`src/include/board_config.svh`:
```
`ifndef board_config_svh
`define board_config_svh

// Frequency of the board oscillator in MHz.
`define board_clk_mhz 100

// Rate at which the shown level is latched, slow enough to read by eye.
`define board_slow_clk_hz 1

`endif

```
`src/verilog/lab_pkg.sv`:
```
`default_nettype none

package lab_pkg;

    localparam int mic_bits      = 24;  // INMP441 data word width.
    localparam int i2s_frame_sck = 64;  // Left and right halves together.
    localparam int i2s_half_sck  = 32;  // One channel slot.

    // Raw two's complement sample as it comes off the wire.
    typedef logic signed [mic_bits-1:0] mic_sample_t;

    // Magnitude never exceeds the largest positive sample.
    typedef logic [mic_bits-1:0] mic_mag_t;

    typedef enum logic [1:0] {
        rx_wait_frame,  // Only used until the first ws fall after reset.
        rx_skip,        // The I2S delay slot before the MSB.
        rx_shift,       // Capturing the 24 data bits.
        rx_idle_half    // Rest of the left slot and the whole right slot.
    } rx_state_t;

    typedef enum logic {
        mode_live,  // Most recent sample.
        mode_peak   // Largest magnitude since the last clear.
    } meter_mode_t;

endpackage

`default_nettype wire

```
`src/verilog/i2s_if.sv`:
```
`default_nettype none

interface i2s_if;

    logic sck;  // Bit clock made by the receiver.
    logic ws;   // Low selects the left slot.
    logic lr;   // Channel select strap on the microphone.
    logic sd;   // Serial data from the microphone.

    modport receiver (
        output sck, ws, lr,
        input  sd
    );

    modport mic (
        input  sck, ws, lr,
        output sd
    );

endinterface

`default_nettype wire

```
`src/verilog/slow_clk_gen.sv`:
```
`default_nettype none

module slow_clk_gen #(
    parameter int fast_clk_mhz = 100,
    parameter int slow_clk_hz  = 1
) (
    input  logic clk,
    input  logic arst_n,
    output logic slow_clk
);

    localparam int half_period = fast_clk_mhz * 1_000_000 / (2 * slow_clk_hz);
    localparam int cnt_w       = $clog2(half_period + 1);

    logic [cnt_w-1:0] cnt;
    logic             cnt_end;

    assign cnt_end = cnt == cnt_w'(half_period - 1);  // Last cycle of a half period.

    always_ff @(posedge clk or negedge arst_n) begin
        if (!arst_n) begin
            cnt      <= '0;
            slow_clk <= 1'b0;
        end else if (cnt_end) begin
            cnt      <= '0;
            slow_clk <= ~slow_clk;
        end else begin
            cnt <= cnt + 1'b1;
        end
    end

endmodule

`default_nettype wire

```
`src/verilog/inmp441_mic_i2s_receiver.sv`:
```
`default_nettype none

module inmp441_mic_i2s_receiver #(
    parameter int clk_mhz = 100
) (
    input  logic                 clk,
    input  logic                 arst_n,
    i2s_if.receiver              i2s,
    output lab_pkg::mic_sample_t value,
    output logic                 value_valid
);

    // Keeps sck near 3 MHz, well inside the INMP441 range.
    localparam int sck_half = (clk_mhz / 6 > 1) ? clk_mhz / 6 : 1;
    localparam int presc_w  = $clog2(sck_half) + 1;
    localparam int cnt_w    = $clog2(lab_pkg::i2s_frame_sck);
    localparam int idx_w    = $clog2(lab_pkg::mic_bits);

    logic [presc_w-1:0]   presc;
    logic                 presc_end;
    logic                 sck_rise;
    logic                 sck_fall;
    logic [cnt_w-1:0]     bit_cnt;
    logic [cnt_w-1:0]     bit_cnt_next;
    logic                 frame_start;
    logic [idx_w-1:0]     shift_cnt;
    lab_pkg::mic_sample_t shift_reg;
    logic                 shift_done;
    lab_pkg::rx_state_t   state;

    assign presc_end    = presc == presc_w'(sck_half - 1);
    assign sck_rise     = presc_end & ~i2s.sck;  // sck goes high on this clk edge.
    assign sck_fall     = presc_end & i2s.sck;
    assign bit_cnt_next = bit_cnt + 1'b1;
    assign frame_start  = sck_fall & (bit_cnt == cnt_w'(lab_pkg::i2s_frame_sck - 1));

    assign i2s.lr = 1'b0;  // The microphone answers in the left slot.

    always_ff @(posedge clk or negedge arst_n) begin
        if (!arst_n) begin
            presc   <= '0;
            i2s.sck <= 1'b0;
        end else if (presc_end) begin
            presc   <= '0;
            i2s.sck <= ~i2s.sck;
        end else begin
            presc <= presc + 1'b1;
        end
    end

    // Starting at the last count puts reset inside a right slot.
    always_ff @(posedge clk or negedge arst_n) begin
        if (!arst_n) begin
            bit_cnt <= '1;
            i2s.ws  <= 1'b1;
        end else if (sck_fall) begin
            bit_cnt <= bit_cnt_next;
            i2s.ws  <= bit_cnt_next >= cnt_w'(lab_pkg::i2s_half_sck);
        end
    end

    always_ff @(posedge clk or negedge arst_n) begin
        if (!arst_n) begin
            state      <= lab_pkg::rx_wait_frame;
            shift_cnt  <= '0;
            shift_done <= 1'b0;
        end else begin
            shift_done <= 1'b0;
            case (state)
                lab_pkg::rx_wait_frame,
                lab_pkg::rx_idle_half: begin
                    if (frame_start) state <= lab_pkg::rx_skip;
                end
                lab_pkg::rx_skip: begin
                    if (sck_rise) begin
                        state     <= lab_pkg::rx_shift;
                        shift_cnt <= '0;
                    end
                end
                lab_pkg::rx_shift: begin
                    if (sck_rise) begin
                        shift_cnt <= shift_cnt + 1'b1;
                        if (shift_cnt == idx_w'(lab_pkg::mic_bits - 1)) begin
                            state      <= lab_pkg::rx_idle_half;
                            shift_done <= 1'b1;  // Bit 0 is being sampled now.
                        end
                    end
                end
                default: state <= lab_pkg::rx_wait_frame;
            endcase
        end
    end

    always_ff @(posedge clk) begin
        if (state == lab_pkg::rx_shift && sck_rise) begin
            shift_reg <= {shift_reg[lab_pkg::mic_bits-2:0], i2s.sd};  // MSB first.
        end
    end

    always_ff @(posedge clk or negedge arst_n) begin
        if (!arst_n) value_valid <= 1'b0;
        else         value_valid <= shift_done;
    end

    always_ff @(posedge clk) begin
        if (shift_done) value <= shift_reg;  // Held until the next frame.
    end

endmodule

`default_nettype wire

```
`src/verilog/seven_segment_display.sv`:
```
`default_nettype none

module seven_segment_display #(
    parameter int refresh_div = 100_000
) (
    input  logic        clk,
    input  logic        arst_n,
    input  logic [31:0] number,
    output logic [7:0]  abcdefgh,
    output logic [7:0]  digit
);

    localparam int cnt_w = $clog2(refresh_div + 1);

    logic [cnt_w-1:0] refresh_cnt;
    logic             step;
    logic [2:0]       idx;
    logic [3:0]       nibble;

    // Segment order is a..g then the decimal point, which stays dark.
    function automatic logic [7:0] hex_segments(input logic [3:0] n);
        logic [7:0] seg;
        case (n)
            4'h0:    seg = 8'b1111_1100;
            4'h1:    seg = 8'b0110_0000;
            4'h2:    seg = 8'b1101_1010;
            4'h3:    seg = 8'b1111_0010;
            4'h4:    seg = 8'b0110_0110;
            4'h5:    seg = 8'b1011_0110;
            4'h6:    seg = 8'b1011_1110;
            4'h7:    seg = 8'b1110_0000;
            4'h8:    seg = 8'b1111_1110;
            4'h9:    seg = 8'b1111_0110;
            4'ha:    seg = 8'b1110_1110;
            4'hb:    seg = 8'b0011_1110;  // Lower case b.
            4'hc:    seg = 8'b1001_1100;
            4'hd:    seg = 8'b0111_1010;  // Lower case d.
            4'he:    seg = 8'b1001_1110;
            default: seg = 8'b1000_1110;
        endcase
        return seg;
    endfunction

    assign step   = refresh_cnt == cnt_w'(refresh_div - 1);
    assign nibble = number[idx*4 +: 4];  // Digit 0 is the rightmost one.

    always_ff @(posedge clk or negedge arst_n) begin
        if (!arst_n) begin
            refresh_cnt <= '0;
            idx         <= '0;
            digit       <= '0;
            abcdefgh    <= '0;
        end else if (step) begin
            refresh_cnt <= '0;
            idx         <= idx + 1'b1;  // Wraps from 7 back to 0.
            digit       <= 8'b1 << idx;
            abcdefgh    <= hex_segments(nibble);
        end else begin
            refresh_cnt <= refresh_cnt + 1'b1;
        end
    end

endmodule

`default_nettype wire

```
`src/verilog/lab_top.sv`:
```
`default_nettype none

module lab_top #(
    parameter int refresh_div = 100_000
) (
    input  logic                 clk,
    input  logic                 slow_clk,
    input  logic                 arst_n,
    input  logic [4:0]           key,
    input  logic [15:0]          sw,
    input  lab_pkg::mic_sample_t mic,
    input  logic                 mic_valid,
    output logic [15:0]          led,
    output logic [7:0]           abcdefgh,
    output logic [7:0]           digit
);

    localparam lab_pkg::mic_sample_t mic_min = {1'b1, {(lab_pkg::mic_bits - 1){1'b0}}};
    localparam lab_pkg::mic_mag_t    mag_sat = {1'b0, {(lab_pkg::mic_bits - 1){1'b1}}};

    logic [1:0]           clear_sync;
    logic [1:0]           mode_sync;
    logic [1:0]           slow_q;
    logic                 clear;
    logic                 slow_rise;
    lab_pkg::meter_mode_t mode;
    lab_pkg::mic_mag_t    mag_now;
    lab_pkg::mic_mag_t    live_mag;
    lab_pkg::mic_mag_t    peak_mag;
    lab_pkg::mic_mag_t    sel_mag;
    lab_pkg::mic_mag_t    shown_mag;
    logic [7:0]           count;
    logic [7:0]           shown_count;
    logic [15:0]          bar;

    // Button and switch come straight from the board pins.
    always_ff @(posedge clk or negedge arst_n) begin
        if (!arst_n) begin
            clear_sync <= '0;
            mode_sync  <= '0;
            slow_q     <= '0;
        end else begin
            clear_sync <= {clear_sync[0], key[0]};
            mode_sync  <= {mode_sync[0], sw[0]};
            slow_q     <= {slow_q[0], slow_clk};
        end
    end

    assign clear     = clear_sync[1];
    assign mode      = mode_sync[1] ? lab_pkg::mode_peak : lab_pkg::mode_live;
    assign slow_rise = slow_q[0] & ~slow_q[1];

    // The most negative sample has no positive twin, so it saturates.
    always_comb begin
        if (!mic[lab_pkg::mic_bits-1]) mag_now = lab_pkg::mic_mag_t'(mic);
        else if (mic == mic_min)       mag_now = mag_sat;
        else                           mag_now = lab_pkg::mic_mag_t'(-mic);
    end

    always_ff @(posedge clk or negedge arst_n) begin
        if (!arst_n) begin
            live_mag <= '0;
            peak_mag <= '0;
            count    <= '0;
        end else if (clear) begin
            live_mag <= '0;
            peak_mag <= '0;
            count    <= '0;
        end else if (mic_valid) begin
            live_mag <= mag_now;
            if (mag_now > peak_mag) peak_mag <= mag_now;
            count <= count + 1'b1;  // Wraps after 256 samples.
        end
    end

    assign sel_mag = (mode == lab_pkg::mode_peak) ? peak_mag : live_mag;

    // One LED per octave starting at 256.
    always_comb begin
        for (int i = 0; i < 16; i++) begin
            bar[i] = (sel_mag >> (i + 8)) != '0;
        end
    end

    always_ff @(posedge clk or negedge arst_n) begin
        if (!arst_n) begin
            shown_mag   <= '0;
            shown_count <= '0;
            led         <= '0;
        end else if (clear) begin
            shown_mag   <= '0;
            shown_count <= '0;
            led         <= '0;
        end else if (slow_rise) begin
            shown_mag   <= sel_mag;
            shown_count <= count;
            led         <= bar;
        end
    end

    seven_segment_display #(
        .refresh_div (refresh_div)
    ) display0 (
        .clk      (clk),
        .arst_n   (arst_n),
        .number   ({shown_count, shown_mag}),  // Count on digits 7..6.
        .abcdefgh (abcdefgh),
        .digit    (digit)
    );

endmodule

`default_nettype wire

```
`src/verilog/board_specific_top.sv`:
```
`default_nettype none

`include "board_config.svh"

module board_specific_top #(
    parameter int clk_mhz     = `board_clk_mhz,
    parameter int slow_clk_hz = `board_slow_clk_hz,
    parameter int refresh_div = 100_000  // About 1 ms per digit at 100 MHz.
) (
    input  logic        clk,
    input  logic        arst_n,

    input  logic        btnc,
    input  logic        btnu,
    input  logic        btnl,
    input  logic        btnr,
    input  logic        btnd,

    input  logic [15:0] sw,
    output logic [15:0] led,

    output logic        ca,
    output logic        cb,
    output logic        cc,
    output logic        cd,
    output logic        ce,
    output logic        cf,
    output logic        cg,
    output logic        dp,
    output logic [7:0]  an,

    output logic        mic_sck,
    output logic        mic_ws,
    output logic        mic_lr,
    input  logic        mic_sd
);

    logic                 slow_clk;
    lab_pkg::mic_sample_t mic;
    logic                 mic_valid;
    logic [7:0]           abcdefgh;
    logic [7:0]           digit;

    i2s_if i2s0 ();

    assign mic_sck = i2s0.sck;
    assign mic_ws  = i2s0.ws;
    assign mic_lr  = i2s0.lr;
    assign i2s0.sd = mic_sd;

    // Segments and anodes are active low on this board.
    assign {ca, cb, cc, cd, ce, cf, cg, dp} = ~abcdefgh;
    assign an = ~digit;

    slow_clk_gen #(
        .fast_clk_mhz (clk_mhz),
        .slow_clk_hz  (slow_clk_hz)
    ) slow_clk_gen0 (
        .clk      (clk),
        .arst_n   (arst_n),
        .slow_clk (slow_clk)
    );

    inmp441_mic_i2s_receiver #(
        .clk_mhz (clk_mhz)
    ) mic_rx0 (
        .clk         (clk),
        .arst_n      (arst_n),
        .i2s         (i2s0.receiver),
        .value       (mic),
        .value_valid (mic_valid)
    );

    lab_top #(
        .refresh_div (refresh_div)
    ) lab_top0 (
        .clk       (clk),
        .slow_clk  (slow_clk),
        .arst_n    (arst_n),
        .key       ({btnd, btnu, btnl, btnc, btnr}),  // Right button is key 0.
        .sw        (sw),
        .mic       (mic),
        .mic_valid (mic_valid),
        .led       (led),
        .abcdefgh  (abcdefgh),
        .digit     (digit)
    );

endmodule

`default_nettype wire

```
`config.mk`:
```
export PLATFORM = sky130hd
export DESIGN_NAME = board_specific_top
export DESIGN_NICKNAME = d
export VERILOG_FILES = /design/src/verilog/lab_pkg.sv /design/src/verilog/i2s_if.sv /design/src/verilog/slow_clk_gen.sv /design/src/verilog/inmp441_mic_i2s_receiver.sv /design/src/verilog/seven_segment_display.sv /design/src/verilog/lab_top.sv /design/src/verilog/board_specific_top.sv
export VERILOG_INCLUDE_DIRS = /design/src /design/src/include
export SDC_FILE = /design/constraint.sdc
export NUM_CORES = 1
export LEC_CHECK = 0
export ABC_CLOCK_PERIOD_IN_PS = 5330
export BUFFER_PORTS_ARGS = -buffer_cell sky130_fd_sc_hd__buf_2
export CAP_MARGIN = 0
export CORE_MARGIN = 1
export CORE_UTILIZATION = 60
export DETAILED_ROUTE_END_ITERATION = 8
export HOLD_SLACK_MARGIN = 0.05
export PLACE_DENSITY = 0.87
export REMOVE_ABC_BUFFERS = 1
export SYNTH_ARGS = -nofsm -noshare
export SYNTH_HDL_FRONTEND = slang
export SYNTH_SLANG_ARGS = --single-unit
```
`constraint.sdc`:
```
create_clock -name clk -period 5.33 [get_ports clk]
set_input_delay 0.533 -clock clk [delete_from_list [all_inputs] [get_ports clk]]
set_output_delay 0.533 -clock clk [all_outputs]
set_load 0.03 [all_outputs]
```
; Yosys cells after proc, flatten, opt, wreduce, memory -nomap -nowiden
; Memory sizes are Yosys's and may differ from the RTL's. A register that Yosys moved wholly into a read port is not among the register bits.
; Cells that the tools add are included.
; Widths: inputs -> output; s select.
[classes]
shifts = 2
addsub = 8
muxes = 31
n_eq_ne = 13
bitwise_logic = 9
n_lt_le_gt_ge = 2
reduce_logical = 26
[op_table]
columns = operator, n
row1 = $reduce_bool 24->1, 15
row2 = $mux 24, 10
row3 = $mux 16, 2
row4 = $mux 8, 4
row5 = $shiftx 32x6->4, 1
row6 = $add 26x1->26 const B, 1
row7 = $eq 26x26->1 const B, 1
row8 = $mux 26, 1
row9 = $eq 24x24->1 const B, 1
row10 = $gt 24x24->1, 1
row11 = $neg 24->24, 1
row12 = $add 17x1->17 const B, 1
row13 = $eq 17x17->1 const B, 1
row14 = $mux 17, 1
row15 = $not 8->8, 2
row16 = $mux 5, 3
row17 = $add 5x1->5 const B, 2
row18 = $pmux 5 s2, 1
row19 = $add 8x1->8 const B, 1
row20 = $mux 2, 4
row21 = $ne 2x1->1 const B, 4
row22 = $reduce_bool 2->1, 4
row23 = $shl 1x3->8 const A, 1
row24 = $add 6x1->6 const B, 1
row25 = 18 further kinds, 27
[word_totals]
n_memories = 1
elab_cells = 117
rom_bits = 112
regBits = 243
in_bits = 24
[memory_table]
columns = name, depth, width, rd, rd_clocked_by_memory_dff, wr, line
row1 = (name not given), 16, 7, 1, 1, 0, seven_segment_display.sv:23  ; case (n)

; Logic depth before layout (Yosys ltp)
; Gate-level depths: netlist (run 1).
[logic_depth]
ltp_word = 7
mapped_depth = 17
ltp_nobuf = 15

; By module
; From an unflattened synthesis (run 1), not the netlist that was laid out.
[hier_totals]
hier_cells = 1084
area_unflattened_um2 = 11921.4
[by_module_without_submodules]
columns = mod, seq_area_each_um2, area_per_inst_um2, cells_each, instances
row1 = lab_top, 2727.6, 5993.2, 614, 1
row2 = inmp441_mic_i2s_receiver, 1974.4, 2473.6, 136, 1
row3 = seven_segment_display, 875.8, 2043.2, 191, 1
row4 = slow_clk_gen, 675.6, 1351.3, 127, 1
row5 = board_specific_top, 0.0, 60.1, 16, 1

; Least setup slack after synthesis (run 1)
; No wires, ideal clock.
[synth_path]
path_kind = reg-to-reg
from = register mic_rx0.value[7]
to = register lab_top0.peak_mag[13]
synth_period_minus_slack_ps = 4274
setup_ps = 136
slack_ps = 1056
t_arrival_ps = 4138
path_stages_with_launch = 15
path_cell_list = edfxtp_1 > or4_4 > or4_1 > buf_2 > o31ai_1 > mux2i_1 > ha_1 > nand4_2 > or4_1 > or4_1 > and2_4 > buf_6 > clkbuf_1 > nand3_1 > a21oi_1
[synth_via]
elab_chain_cells = 6
elab_cells_between_ends = 10
classes_between = add/sub (1) / order compare (1) / eq/ne (1) / mux (5) / reduce/logical (2)
[synth_rtl]
columns = item, line
row1 = from (decl), inmp441_mic_i2s_receiver.sv:9  ; output lab_pkg::mic_sample_t value,
row2 = from (signal assigned), inmp441_mic_i2s_receiver.sv:106  ; if (shift_done) value <= shift_reg;
row3 = $neg 24->24 or $eq 24x24->1 (tied branches), "lab_top.sv:57, lab_top.sv:56"
row4 = $mux 24, lab_top.sv:56  ; else if (mic == mic_min) mag_now = mag_sat;
row5 = $mux 24 *, lab_top.sv:55  ; if (!mic[lab_pkg::mic_bits-1]) mag_now = lab_pkg::mic_mag_t'(mic);
row6 = $gt 24x24->1 or $mux 24 (tied branches), lab_top.sv:71  ; if (mag_now > peak_mag) peak_mag <= mag_now;
row7 = $reduce_bool 2->1 (no line) or $mux 24 (tied branches), n/a
row8 = $reduce_and 2->1 (no line) or $mux 24 (tied branches), n/a
row9 = to (signal assigned), lab_top.sv:71
row10 = to (decl), lab_top.sv:29  ; lab_pkg::mic_mag_t peak_mag;
; Mark *: on every way between the ends. The rest lies on a longest branch, timed or not. The select of a mux whose other input is x is not followed.
; A chain may end at the register's enable or synchronous reset.

; Worst setup path in the final report (run 1)
; Same ends and word-level chain as after synthesis.

==> impl_metrics.env, run 1 <==
export IMPL_status="finished, final reports clean"
export IMPL_avgRoutedWirePerCell_microns=16.9
export IMPL_end_kind="register"
export IMPL_r2r_slack_ns=0.55
export IMPL_holdBufCountCts=0
export IMPL_ys_ff_latch=240
export IMPL_hold_path_class="in -> async"
export IMPL_drv_cap=0
export IMPL_first_global_vias=8117
export IMPL_postSynthCellCount=1069
export IMPL_slew_headroom_pct=23.1
export IMPL_layout_setup_ws_ns=0.551
export IMPL_avgSynthCellArea_sq_um=10.8
export IMPL_multi_input_area_sq_mm=0.00479
export IMPL_synth_distinct_cells=61
export IMPL_crit_path_start="mic_rx0.value[7]"
export IMPL_antenna_left=0
export IMPL_yosysMostFrequentCell="dfrtp_1"
export IMPL_min_period_ns=4.78
export IMPL_slew_viol_final=0
export IMPL_largest_register="slow_clk_gen0.cnt"
export IMPL_clk_pin_slew_ns=0.07
export IMPL_cts_root_buf="clkbuf_16"
export IMPL_die_area_sq_mm=0.0197
export IMPL_layout_drive_gt1_share_pct=10.7
export IMPL_place_congestion=0.854
export IMPL_rows=50
export IMPL_post_route_drc_count=0
export IMPL_synth_main_ff_cell="dfrtp_1"
export IMPL_place_ws_ns=0.711
export IMPL_htree_levels=1
export IMPL_rsz0062_at_grt="false"
export IMPL_worstSetupStartpointType="register"
export IMPL_synth_common_cells="186 x dfrtp_1, 99 x nand2_1, 90 x nor2_1"
export IMPL_grt_use_total_pct=24.5
export IMPL_yosysTopAreaCell="dfrtp_1"
export IMPL_yosysTopAreaCellShare_pct=40.4
export IMPL_yosys_warnings=0
export IMPL_num_io_pins=59
export IMPL_crit_arrival_ns=5.21
export IMPL_gr_total_overflow=0
export IMPL_die_height_microns=141
export IMPL_drt_iter0_markers=668
export IMPL_synthArstFlopShare_pct=80.0
export IMPL_largest_reg_flops=26
export IMPL_reg2reg_depth=12
export IMPL_holdWs_ns=0.0845
export IMPL_viasPerCell=6.02
export IMPL_p_per_area_mw_per_mm2=287
export IMPL_cts_setup_buffers=0
export IMPL_post_dp_hpwl_mm=15.0
export IMPL_p_leak_nw=5.60
export IMPL_synthToLayoutAreaGrowth_pct=10.2
export IMPL_final_fill_count=1300
export IMPL_cts_tree="yes"
export IMPL_fin_crit_sh_pct=89.7
export IMPL_antenna_found_initial=1
export IMPL_tns_ns=0
export IMPL_rr_startpoint="mic_rx0.value[7]"
export IMPL_route_vias_total=8109
export IMPL_required_ns=5.76
export IMPL_clkLatencyLatePin_ns=0.52
export IMPL_timing_fmax_ghz=0.209
export IMPL_synth_area_sq_mm=0.0115
export IMPL_crit_type="reg -> reg"
export IMPL_synthTopCellsByArea="dfrtp_1 40%, edfxtp_1 13%, ha_1 5.1%, mux2i_1 4.1%, xor2_1 3.3%"
export IMPL_clkSinkCount=240
export IMPL_seq_area_sq_mm=0.00625
export IMPL_synth_seq_area_share_pct=54.3
export IMPL_io_buffers=37
export IMPL_core_sq_mm=0.0188
export IMPL_clock_path_buffers=3
export IMPL_cts_resized=0
export IMPL_die_x_microns=141
export IMPL_r2r_end="lab_top0.peak_mag[13]"
export IMPL_grt_max_degree=94
export IMPL_finalNetCount=1164
export IMPL_fin_skew_ns=0.00881
export IMPL_hold_viol=0
export IMPL_cp_max_fo=19
export IMPL_start_util_pct=61.3
export IMPL_grt_pass1_wl_mm=39.2
export IMPL_drt_pass1_iter_count=5
export IMPL_numCtsBuffers=24
export IMPL_vdd_ir_drop_max_uv=290
export IMPL_synth_edf_count=48
export IMPL_wirelength_mm=22.8
export IMPL_setup_viol=0
export IMPL_worst_slew_pin_slew_ns=1.15
## worst max path at each step
stage | to | slack [ns] | depth (start not counted)
after floorplan | lab_top0.peak_mag[0] | 0.74 | 13
after global placement | lab_top0.peak_mag[20] | 0.79 | 12
after detailed placement | lab_top0.peak_mag[16] | 0.71 | 12
after CTS | lab_top0.peak_mag[13] | 0.62 | 12
after global routing | lab_top0.peak_mag[12] | 0.31 | 12
final | lab_top0.peak_mag[13] | 0.55 | 12
## area by class of cell
type / instances / area share (%)
multi-input combinational: 712 / 37.8
timing repair buffer: 51 / 2.36
sequential: 240 / 49.3
clock inverter: 9 / 0.838
tap: 234 / 2.31
antenna: 1 / 0.0197
inverter: 64 / 1.89
clock buffer: 35 / 5.54
## metrics by stage
stage	area, sq um	instances	total power, mW	util (%)
finish	12700	1346	3.64	67.6
global route	12700	1345	3.74	67.6
CTS	12700	1345	3.66	67.6
detailed placement	11900	1301	1.96	63.3
global placement	11900	1301	1.96	63.3
floorplan	11300	1016	1.92	-
## cell usage in the layout, fill, tap and decap left out, types with 5 or more instances in the layout
| cell | count |
|---|---|
| dfstp_2 | 6 |
| xor2_1 | 44 |
| dfrtp_1 | 185 |
| and4_1 | 5 |
| edfxtp_1 | 48 |
| buf_2 | 36 |
| or4_1 | 5 |
| ha_1 | 47 |
| o21ai_0 | 65 |
| nand3_1 | 41 |
| nand2b_1 | 6 |
| a21oi_1 | 49 |
| clkbuf_1 | 6 |
| mux2i_1 | 47 |
| mux4_2 | 9 |
| inv_1 | 63 |
| o31ai_1 | 6 |
| and3_1 | 14 |
| a21o_1 | 9 |
| xnor2_1 | 25 |
| nand4_1 | 19 |
| or3_1 | 8 |
| nor2_1 | 90 |
| a22o_1 | 9 |
| nor3_1 | 28 |
| a211oi_1 | 8 |
| nor2b_1 | 5 |
| clkbuf_8 | 5 |
| clkbuf_16 | 25 |
| nand2_1 | 99 |
| a311oi_1 | 14 |
| a31oi_1 | 10 |
| buf_4 | 14 |
## kinds of logic (layout without fill, tap and decap cells)
group	after synthesis	after routing	synth area share, %
AO/OA/AOI/OAI	191	191	10.6
adder cells (fa/ha/maj)	47	47	5.11
buffers and inverters	117	159	4.15
XOR/XNOR	69	69	5.25
flip-flops	240	240	54.3
multiplexers	58	58	6.04
other	2	3	0.0652
AND/OR/NAND/NOR	345	345	14.5
## worst max-delay path, stage by stage (launching register included)
cell and delay [ns]:
edfxtp_1 0.45, or4_4 0.60, or4_1 0.65, o41ai_2 0.28, mux2i_1 0.49, ha_1 0.24, nand4_1 0.15, or4_1 0.53
or4_1 0.56, nand2_1 0.11, buf_4 0.27, o21ai_0 0.14, a21oi_1 0.20
## where the power goes
part           switching [mW]  internal, mW  total, mW  leakage [nW]
registers             0.00244          1.87       1.87          3.04
logic                  0.0477       0.00937     0.0571          2.17
clock network           0.696          1.01       1.71         0.386
## routing by layer
layer / routed length [microns] / vias to the layer above / track usage (%)
li1: - / 3824 / -
met1: 9790 / 3980 / 32.9
met2: 11000 / 253 / 40.3
met3: 1310 / 52 / 4.21
met4: 680 / 0 / 9.32
met5: 0 / - / 0
Note: power is estimated with default switching activity, not from simulation.
==> inputs of run 2 (changes only) <==
--- a/config.mk
+++ b/config.mk
@@ -6,6 +6,7 @@
 export SDC_FILE = /design/constraint.sdc
 export NUM_CORES = 1
 export LEC_CHECK = 0
+export ABC_AREA = 1
 export ABC_CLOCK_PERIOD_IN_PS = 5330
 export BUFFER_PORTS_ARGS = -buffer_cell sky130_fd_sc_hd__buf_2
 export CAP_MARGIN = 0
==> impl_metrics.env, run 2 <==
export IMPL_status="finished, final reports clean"
export IMPL_yosys_area_share_adder_pct=4.78
export IMPL_clkLatencyLatePin_ns=0.53
export IMPL_p_sw_mw=0.769
export IMPL_synth_compound_area_share_pct=7.63
export IMPL_timing_fmax_ghz=0.275
export IMPL_num_io_pins=59
export IMPL_drt_iter0_markers=637
export IMPL_postSynthCellCount=1475
export IMPL_antenna_found_initial=0
export IMPL_slew_viol_final=0
export IMPL_synth_simple_area_share_pct=25.8
export IMPL_synth_edf_count=48
export IMPL_p_per_area_mw_per_mm2=278
export IMPL_cp_max_fo=31
export IMPL_gr_total_overflow=0
export IMPL_cts_root_buf="clkbuf_16"
export IMPL_crit_family="simple AND/OR/NAND/NOR gates"
export IMPL_synth_area_sq_mm=0.0123
export IMPL_yosysMostFrequentCell="nand2_1"
export IMPL_seq_power_share_pct=49.9
export IMPL_clkSinkCount=240
export IMPL_synthArstFlopShare_pct=80.0
export IMPL_grt_pass1_wl_mm=44.5
export IMPL_end_kind="register"
export IMPL_crit_type="reg -> reg"
export IMPL_synth_xor_area_share_pct=2.63
export IMPL_synthMuxAreaShare_pct=0.0813
export IMPL_p_clk_share_pct=48.1
export IMPL_numCtsBuffers=25
export IMPL_io_buffers=37
export IMPL_swShare_pct=20.5
export IMPL_combPwrFrac_pct=2.0
export IMPL_worst_slew_pin_slew_ns=1.17
export IMPL_fin_crit_sh_pct=68.2
export IMPL_holdBufCountCts=0
export IMPL_fin_skew_ns=0.0186
export IMPL_cp_slowest_cell="edfxtp_1"
export IMPL_worstSetupStartpointType="register"
export IMPL_rsz0062_at_grt="false"
export IMPL_synth_distinct_cells=48
export IMPL_synthToLayoutAreaGrowth_pct=9.68
export IMPL_setup_viol=0
export IMPL_stdcell_count=1791
export IMPL_drt_pass1_iter_count=5
export IMPL_hold_path_class="in -> async"
export IMPL_die_height_microns=145
export IMPL_die_area_sq_mm=0.0211
export IMPL_tns_ns=0
export IMPL_diodes=0
export IMPL_ys_ff_latch=240
export IMPL_required_ns=5.78
export IMPL_crit_chain="inv_1, nor2_1, xor2_1, nor2_1, inv_1, ha_1, nand2_1, nor2_1, nand3_1, nor3_2, nand2_1, nand2_1, inv_1, nand2_2, nand3_1, nand2_1"
export IMPL_yosysTopAreaCellShare_pct=37.8
export IMPL_yosys_warnings=0
export IMPL_start_util_pct=61.0
export IMPL_synth_main_ff_cell="dfrtp_1"
export IMPL_layout_common_cells="388 x nand2_1, 195 x inv_1, 186 x dfrtp_1"
export IMPL_viasPerCell=5.43
export IMPL_layout_drive_gt1_share_pct=8.48
export IMPL_htree_levels=1
export IMPL_grt_max_degree=95
export IMPL_largest_reg_flops=26
export IMPL_clock_path_buffers=3
export IMPL_synth_top_family_by_area="simple AND/OR/NAND/NOR gates"
export IMPL_min_period_ns=3.63
export IMPL_grt_use_total_pct=25.4
export IMPL_synthTopCellsByArea="dfrtp_1 38%, nand2_1 12%, edfxtp_1 12%, inv_1 5.9%, ha_1 4.8%"
export IMPL_synth_seq_area_share_pct=50.8
export IMPL_synth_common_cells="388 x nand2_1, 195 x inv_1, 186 x dfrtp_1"
export IMPL_rows=52
export IMPL_crit_arrival_ns=4.09
export IMPL_cts_resized=0
export IMPL_p_leak_nw=6.53
export IMPL_intPower_mw=2.98
export IMPL_wirelength_mm=25.9
export IMPL_cp_num_buf_inv=3
export IMPL_antenna_left=0
export IMPL_largest_register="slow_clk_gen0.cnt"
export IMPL_max_stage_delay_ns=0.97
export IMPL_drv_cap=0
export IMPL_cts_setup_buffers=0
export IMPL_first_global_vias=9553
export IMPL_post_place_cells=1745
export IMPL_crit_path_frequent_cell="nand2_1"
export IMPL_core_sq_mm=0.0202
export IMPL_final_common_cell="nand2_1"
export IMPL_avgSynthCellArea_sq_um=8.34
export IMPL_post_dp_hpwl_mm=18.1
export IMPL_die_x_microns=145
export IMPL_hold_viol=0
export IMPL_route_vias_total=9726
export IMPL_slew_headroom_pct=22.2
export IMPL_post_route_drc_count=0
export IMPL_avgRoutedWirePerCell_microns=14.5
export IMPL_cts_tree="yes"
export IMPL_vdd_ir_drop_max_uv=303
export IMPL_place_congestion=0.946
export IMPL_clk_pin_slew_ns=0.07
export IMPL_finalNetCount=1573
export IMPL_yosysTopAreaCell="dfrtp_1"
[run 2: cell types whose count changed after synthesis, moves of 12 or more]
cell	previous run	this run
nand2_1	99	388
inv_1	63	195
nand3_1	41	117
mux2i_1	47	1
nor2_1	90	135
clkbuf_1	35	13
o21ai_0	65	87
xor2_1	44	25
a311oi_1	14	0
o22ai_1	0	13
xnor2_1	25	12
and3_1	14	2
nor3_1	28	16
[run 2: worst paths after layout]
| check | start | to | slack (ns) | cells past startpoint |
|---|---|---|---|---|
| max reg2reg | mic_rx0.value[23] | lab_top0.peak_mag[6] | 1.70 | 16 |
| max in group asynchronous | arst_n | lab_top0.led[0] | 4.04 | 2 |
| min in group clk | btnr | lab_top0.clear_sync[0] | 0.13 | 1 |
| min | arst_n | lab_top0.live_mag[1] | 0.09 | 1 |
| max | mic_rx0.value[23] | lab_top0.peak_mag[6] | 1.70 | 16 |
| min reg2reg | lab_top0.clear_sync[0] | lab_top0.clear_sync[1] | 0.35 | 0 |
[run 2: area by class of cell]
cell class,instances,area [sq um]
clock inverters,12,165
clock buffers,34,689
flip-flops and latches,240,6250
well taps,270,338
multi-input cells,989,5040
repair buffers,45,254
inverters,201,754
fillers,1598,6670
[run 2: cell families after synthesis]
group / count (synthesis)
AND/OR/NAND/NOR: 731
buffers and inverters: 246
flip-flops: 240
AO/OA/AOI/OAI: 171
adder cells (fa/ha/maj): 47
XOR/XNOR: 37
other: 2
multiplexers: 1
[run 2: power groups by stage]
stage               Sequential [mW]  Clock (mW)  Combinational, mW
finish                         1.87        1.80             0.0732
global route                   1.87        1.91             0.0833
CTS                            1.87        1.83             0.0748
detailed placement             1.91           0             0.0743
global placement               1.91           0             0.0728
floorplan                      1.91           0             0.0257
[run 2: metrics by stage]
step	setup slack [ns]	power [mW]	util [%]	instance area, sq um	hold slack [ns]
final	1.70	3.75	66.9	13500	0.0865
after CTS	1.75	3.78	66.9	13500	0.119
after detailed placement	1.77	1.98	62.7	12600	0.342
after global placement	1.81	1.98	62.7	12600	0.334
after floorplan	2.57	1.93	-	12100	0.237
after global routing	1.36	3.87	66.9	13500	0.117
[run 2: metal layers]
| layer | wire length (microns) | global-route usage, % | up-vias |
|---|---|---|---|
| met1 | 11500 | 33.9 | 4614 |
| met5 | 0 | 0 | - |
| met3 | 1260 | 3.14 | 43 |
| li1 | - | - | 4811 |
| met4 | 502 | 7.37 | 0 |
| met2 | 12700 | 43.6 | 258 |
==> inputs of run 3 (changes only) <==
--- a/config.mk
+++ b/config.mk
@@ -7,14 +7,14 @@
 export NUM_CORES = 1
 export LEC_CHECK = 0
 export ABC_AREA = 1
-export ABC_CLOCK_PERIOD_IN_PS = 5330
+export ABC_CLOCK_PERIOD_IN_PS = 3200
 export BUFFER_PORTS_ARGS = -buffer_cell sky130_fd_sc_hd__buf_2
 export CAP_MARGIN = 0
 export CORE_MARGIN = 1
-export CORE_UTILIZATION = 60
+export CORE_UTILIZATION = 56
 export DETAILED_ROUTE_END_ITERATION = 8
 export HOLD_SLACK_MARGIN = 0.05
-export PLACE_DENSITY = 0.87
+export PLACE_DENSITY = 0.86
 export REMOVE_ABC_BUFFERS = 1
 export SYNTH_ARGS = -nofsm -noshare
 export SYNTH_HDL_FRONTEND = slang
==> constraint.sdc (replaced) <==
create_clock -name clk -period 3.2 [get_ports clk]
set_input_delay 0.32 -clock clk [delete_from_list [all_inputs] [get_ports clk]]
set_output_delay 0.32 -clock clk [all_outputs]
set_load 0.03 [all_outputs]
==> impl_metrics.env, run 3 (synthesized netlist as in run 2, its figures left out) <==
export IMPL_die_x_microns=150
export IMPL_final_common_cell="nand2_1"
export IMPL_viasPerCell=5.53
export IMPL_antenna_found_initial=0
export IMPL_timing_fmax_ghz=0.326
export IMPL_synthToLayoutAreaGrowth_pct=13.3
export IMPL_gr_total_overflow=0
export IMPL_grt_use_total_pct=25.0
export IMPL_required_ns=3.60
export IMPL_largest_register="slow_clk_gen0.cnt"
export IMPL_io_buffers=37
export IMPL_rows=53
export IMPL_slew_headroom_pct=30.3
export IMPL_design_area_sq_mm=0.0139
export IMPL_finalNetCount=1607
export IMPL_drt_iter0_markers=774
export IMPL_crit_arrival_ns=3.47
export IMPL_layout_common_cells="385 x nand2_1, 193 x inv_1, 186 x dfrtp_1"
export IMPL_crit_path_frequent_cell="nand2_1"
export IMPL_crit_type="reg -> reg"
export IMPL_hold_viol=0
export IMPL_drv_cap=0
export IMPL_die_height_microns=150
export IMPL_postPlaceCellArea_sq_mm=0.0128
export IMPL_numCtsBuffers=26
export IMPL_cts_root_buf="clkbuf_16"
export IMPL_first_global_vias=9752
export IMPL_clock_path_buffers=3
export IMPL_worstSetupStartpointType="register"
export IMPL_num_io_pins=59
export IMPL_vdd_ir_drop_max_uv=475
export IMPL_post_dp_hpwl_mm=18.7
export IMPL_status="finished, final reports clean"
export IMPL_post_route_util_pct=65.5
export IMPL_clkSinkCount=240
export IMPL_p_leak_nw=6.74
export IMPL_avgRoutedWirePerCell_microns=15.1
export IMPL_htree_levels=1
export IMPL_route_vias_total=10117
export IMPL_crit_family="simple AND/OR/NAND/NOR gates"
export IMPL_p_per_area_mw_per_mm2=448
export IMPL_fin_crit_sh_pct=95.9
export IMPL_die_area_sq_mm=0.0226
export IMPL_wirelength_mm=27.6
export IMPL_cp_max_fo=11
export IMPL_hold_path_class="in -> async"
export IMPL_max_stage_delay_ns=0.41
export IMPL_end_kind="register"
export IMPL_fin_skew_ns=0.0131
export IMPL_cp_slowest_cell="edfxtp_1"
export IMPL_grt_pass1_wl_mm=45.4
export IMPL_worst_slew_pin_slew_ns=1.04
export IMPL_post_route_drc_count=0
export IMPL_setup_viol=0
export IMPL_crit_chain="inv_2, ha_4, nand3_2, nor2_4, nand3_4, nor2_4, nand2_4, nand3_4, ha_1, nand2_1, nor2_2, nand3_2, nor3_2, buf_4, nand2_1, nand3_1, nand2_2, buf_6, nand3_1, nand2_1"
export IMPL_cts_tree="yes"
export IMPL_drt_pass1_iter_count=5
export IMPL_slew_viol_final=0
export IMPL_grt_max_degree=81
export IMPL_antenna_left=0
export IMPL_clkLatencyLatePin_ns=0.53
export IMPL_place_congestion=0.910
export IMPL_start_util_pct=57.8
export IMPL_diodes=0
export IMPL_core_sq_mm=0.0213
export IMPL_min_period_ns=3.07
export IMPL_layout_drive_gt1_share_pct=11.8
export IMPL_clk_pin_slew_ns=0.06
export IMPL_cp_num_buf_inv=3
export IMPL_largest_reg_flops=26
-- run 3: changes by cell type in the layout (fill, tap and decap cells not counted), moves of 3 or more --
cell,change
buf_4,+22
nor2_1,-12
nor2_2,+9
buf_12,+4
dlygate4sd3_1,+4
nor2_4,+4
clkbuf_1,-3
nand2_1,-3
nand2_2,+3
nand3_1,-3
-- run 3: final timing paths --
path,startpoint,end,slack [ns],cells past startpoint
worst max-delay path,mic_rx0.value[1],lab_top0.peak_mag[2],0.13,20
worst min-delay path,arst_n,lab_top0.display0.refresh_cnt[6],0.35,2
worst max register to register,mic_rx0.value[1],lab_top0.peak_mag[2],0.13,20
worst min register to register,lab_top0.clear_sync[0],lab_top0.clear_sync[1],0.36,0
max in group asynchronous,arst_n,mic_rx0.bit_cnt[1],2.04,3
min in group clk,lab_top0.clear_sync[0],lab_top0.clear_sync[1],0.36,0
-- run 3: metrics by stage --
stage          std cells  worst slack (ns)  total power [mW]  hold slack [ns]  setup TNS [ns]
2_1_floorplan       1430             0.439              3.22           0.0244               0
3_3_place_gp        1764           0.00954              3.31            0.334               0
3_5_place_dp        1764           -0.0610              3.31            0.350          -0.160
4_1_cts             1815            0.0461              6.28            0.358               0
5_1_grt             1829           -0.0432              6.43            0.358          -0.501
6_report            1829             0.132              6.24            0.353               0
-- run 3: worst register-to-register path, stage by stage (launching register included) --
cell,delay (ns)
edfxtp_1,0.41
inv_2,0.10
ha_4,0.14
nand3_2,0.10
nor2_4,0.25
nand3_4,0.12
nor2_4,0.18
nand2_4,0.14
nand3_4,0.11
ha_1,0.15
nand2_1,0.07
nor2_2,0.16
nand3_2,0.12
nor3_2,0.20
buf_4,0.13
nand2_1,0.05
nand3_1,0.09
nand2_2,0.09
buf_6,0.16
nand3_1,0.09
nand2_1,0.09
-- run 3: routing by layer --
| layer | vias up | track usage, % | wire length (microns) |
|---|---|---|---|
| met5 | - | 0 | 0 |
| met4 | 0 | 8.59 | 992 |
| met3 | 90 | 3.61 | 1540 |
| met2 | 358 | 45.0 | 13700 |
| met1 | 4800 | 30.5 | 11300 |
| li1 | 4869 | - | - |
-- run 3: repair_timing --
item / 4_1_cts / 5_1_grt
hold buffers: 4 / 0
setup buffers: 0 / 13
pin swaps: 1 / 12
resized for setup: 4 / 30
gates cloned: 1 / 1
endpoints found under the setup margin: 24 / 24
hold endpoints to repair: 80 / 0
-- run 3: power breakdown --
part           internal, mW  total [mW]  switching (mW)  leakage [nW]
logic                0.0295       0.136           0.106          3.27
registers              3.11        3.12         0.00520          3.04
clock network          1.80        2.99            1.19         0.425
-- run 3: area by class of cell --
type / instances / area [sq um]
clock inverters: 11 / 104
fillers: 1602 / 7340
flip-flops and latches: 240 / 6250
inverters: 201 / 754
multi-input cells: 991 / 5180
clock buffers: 35 / 756
repair buffers: 76 / 551
well taps: 275 / 344
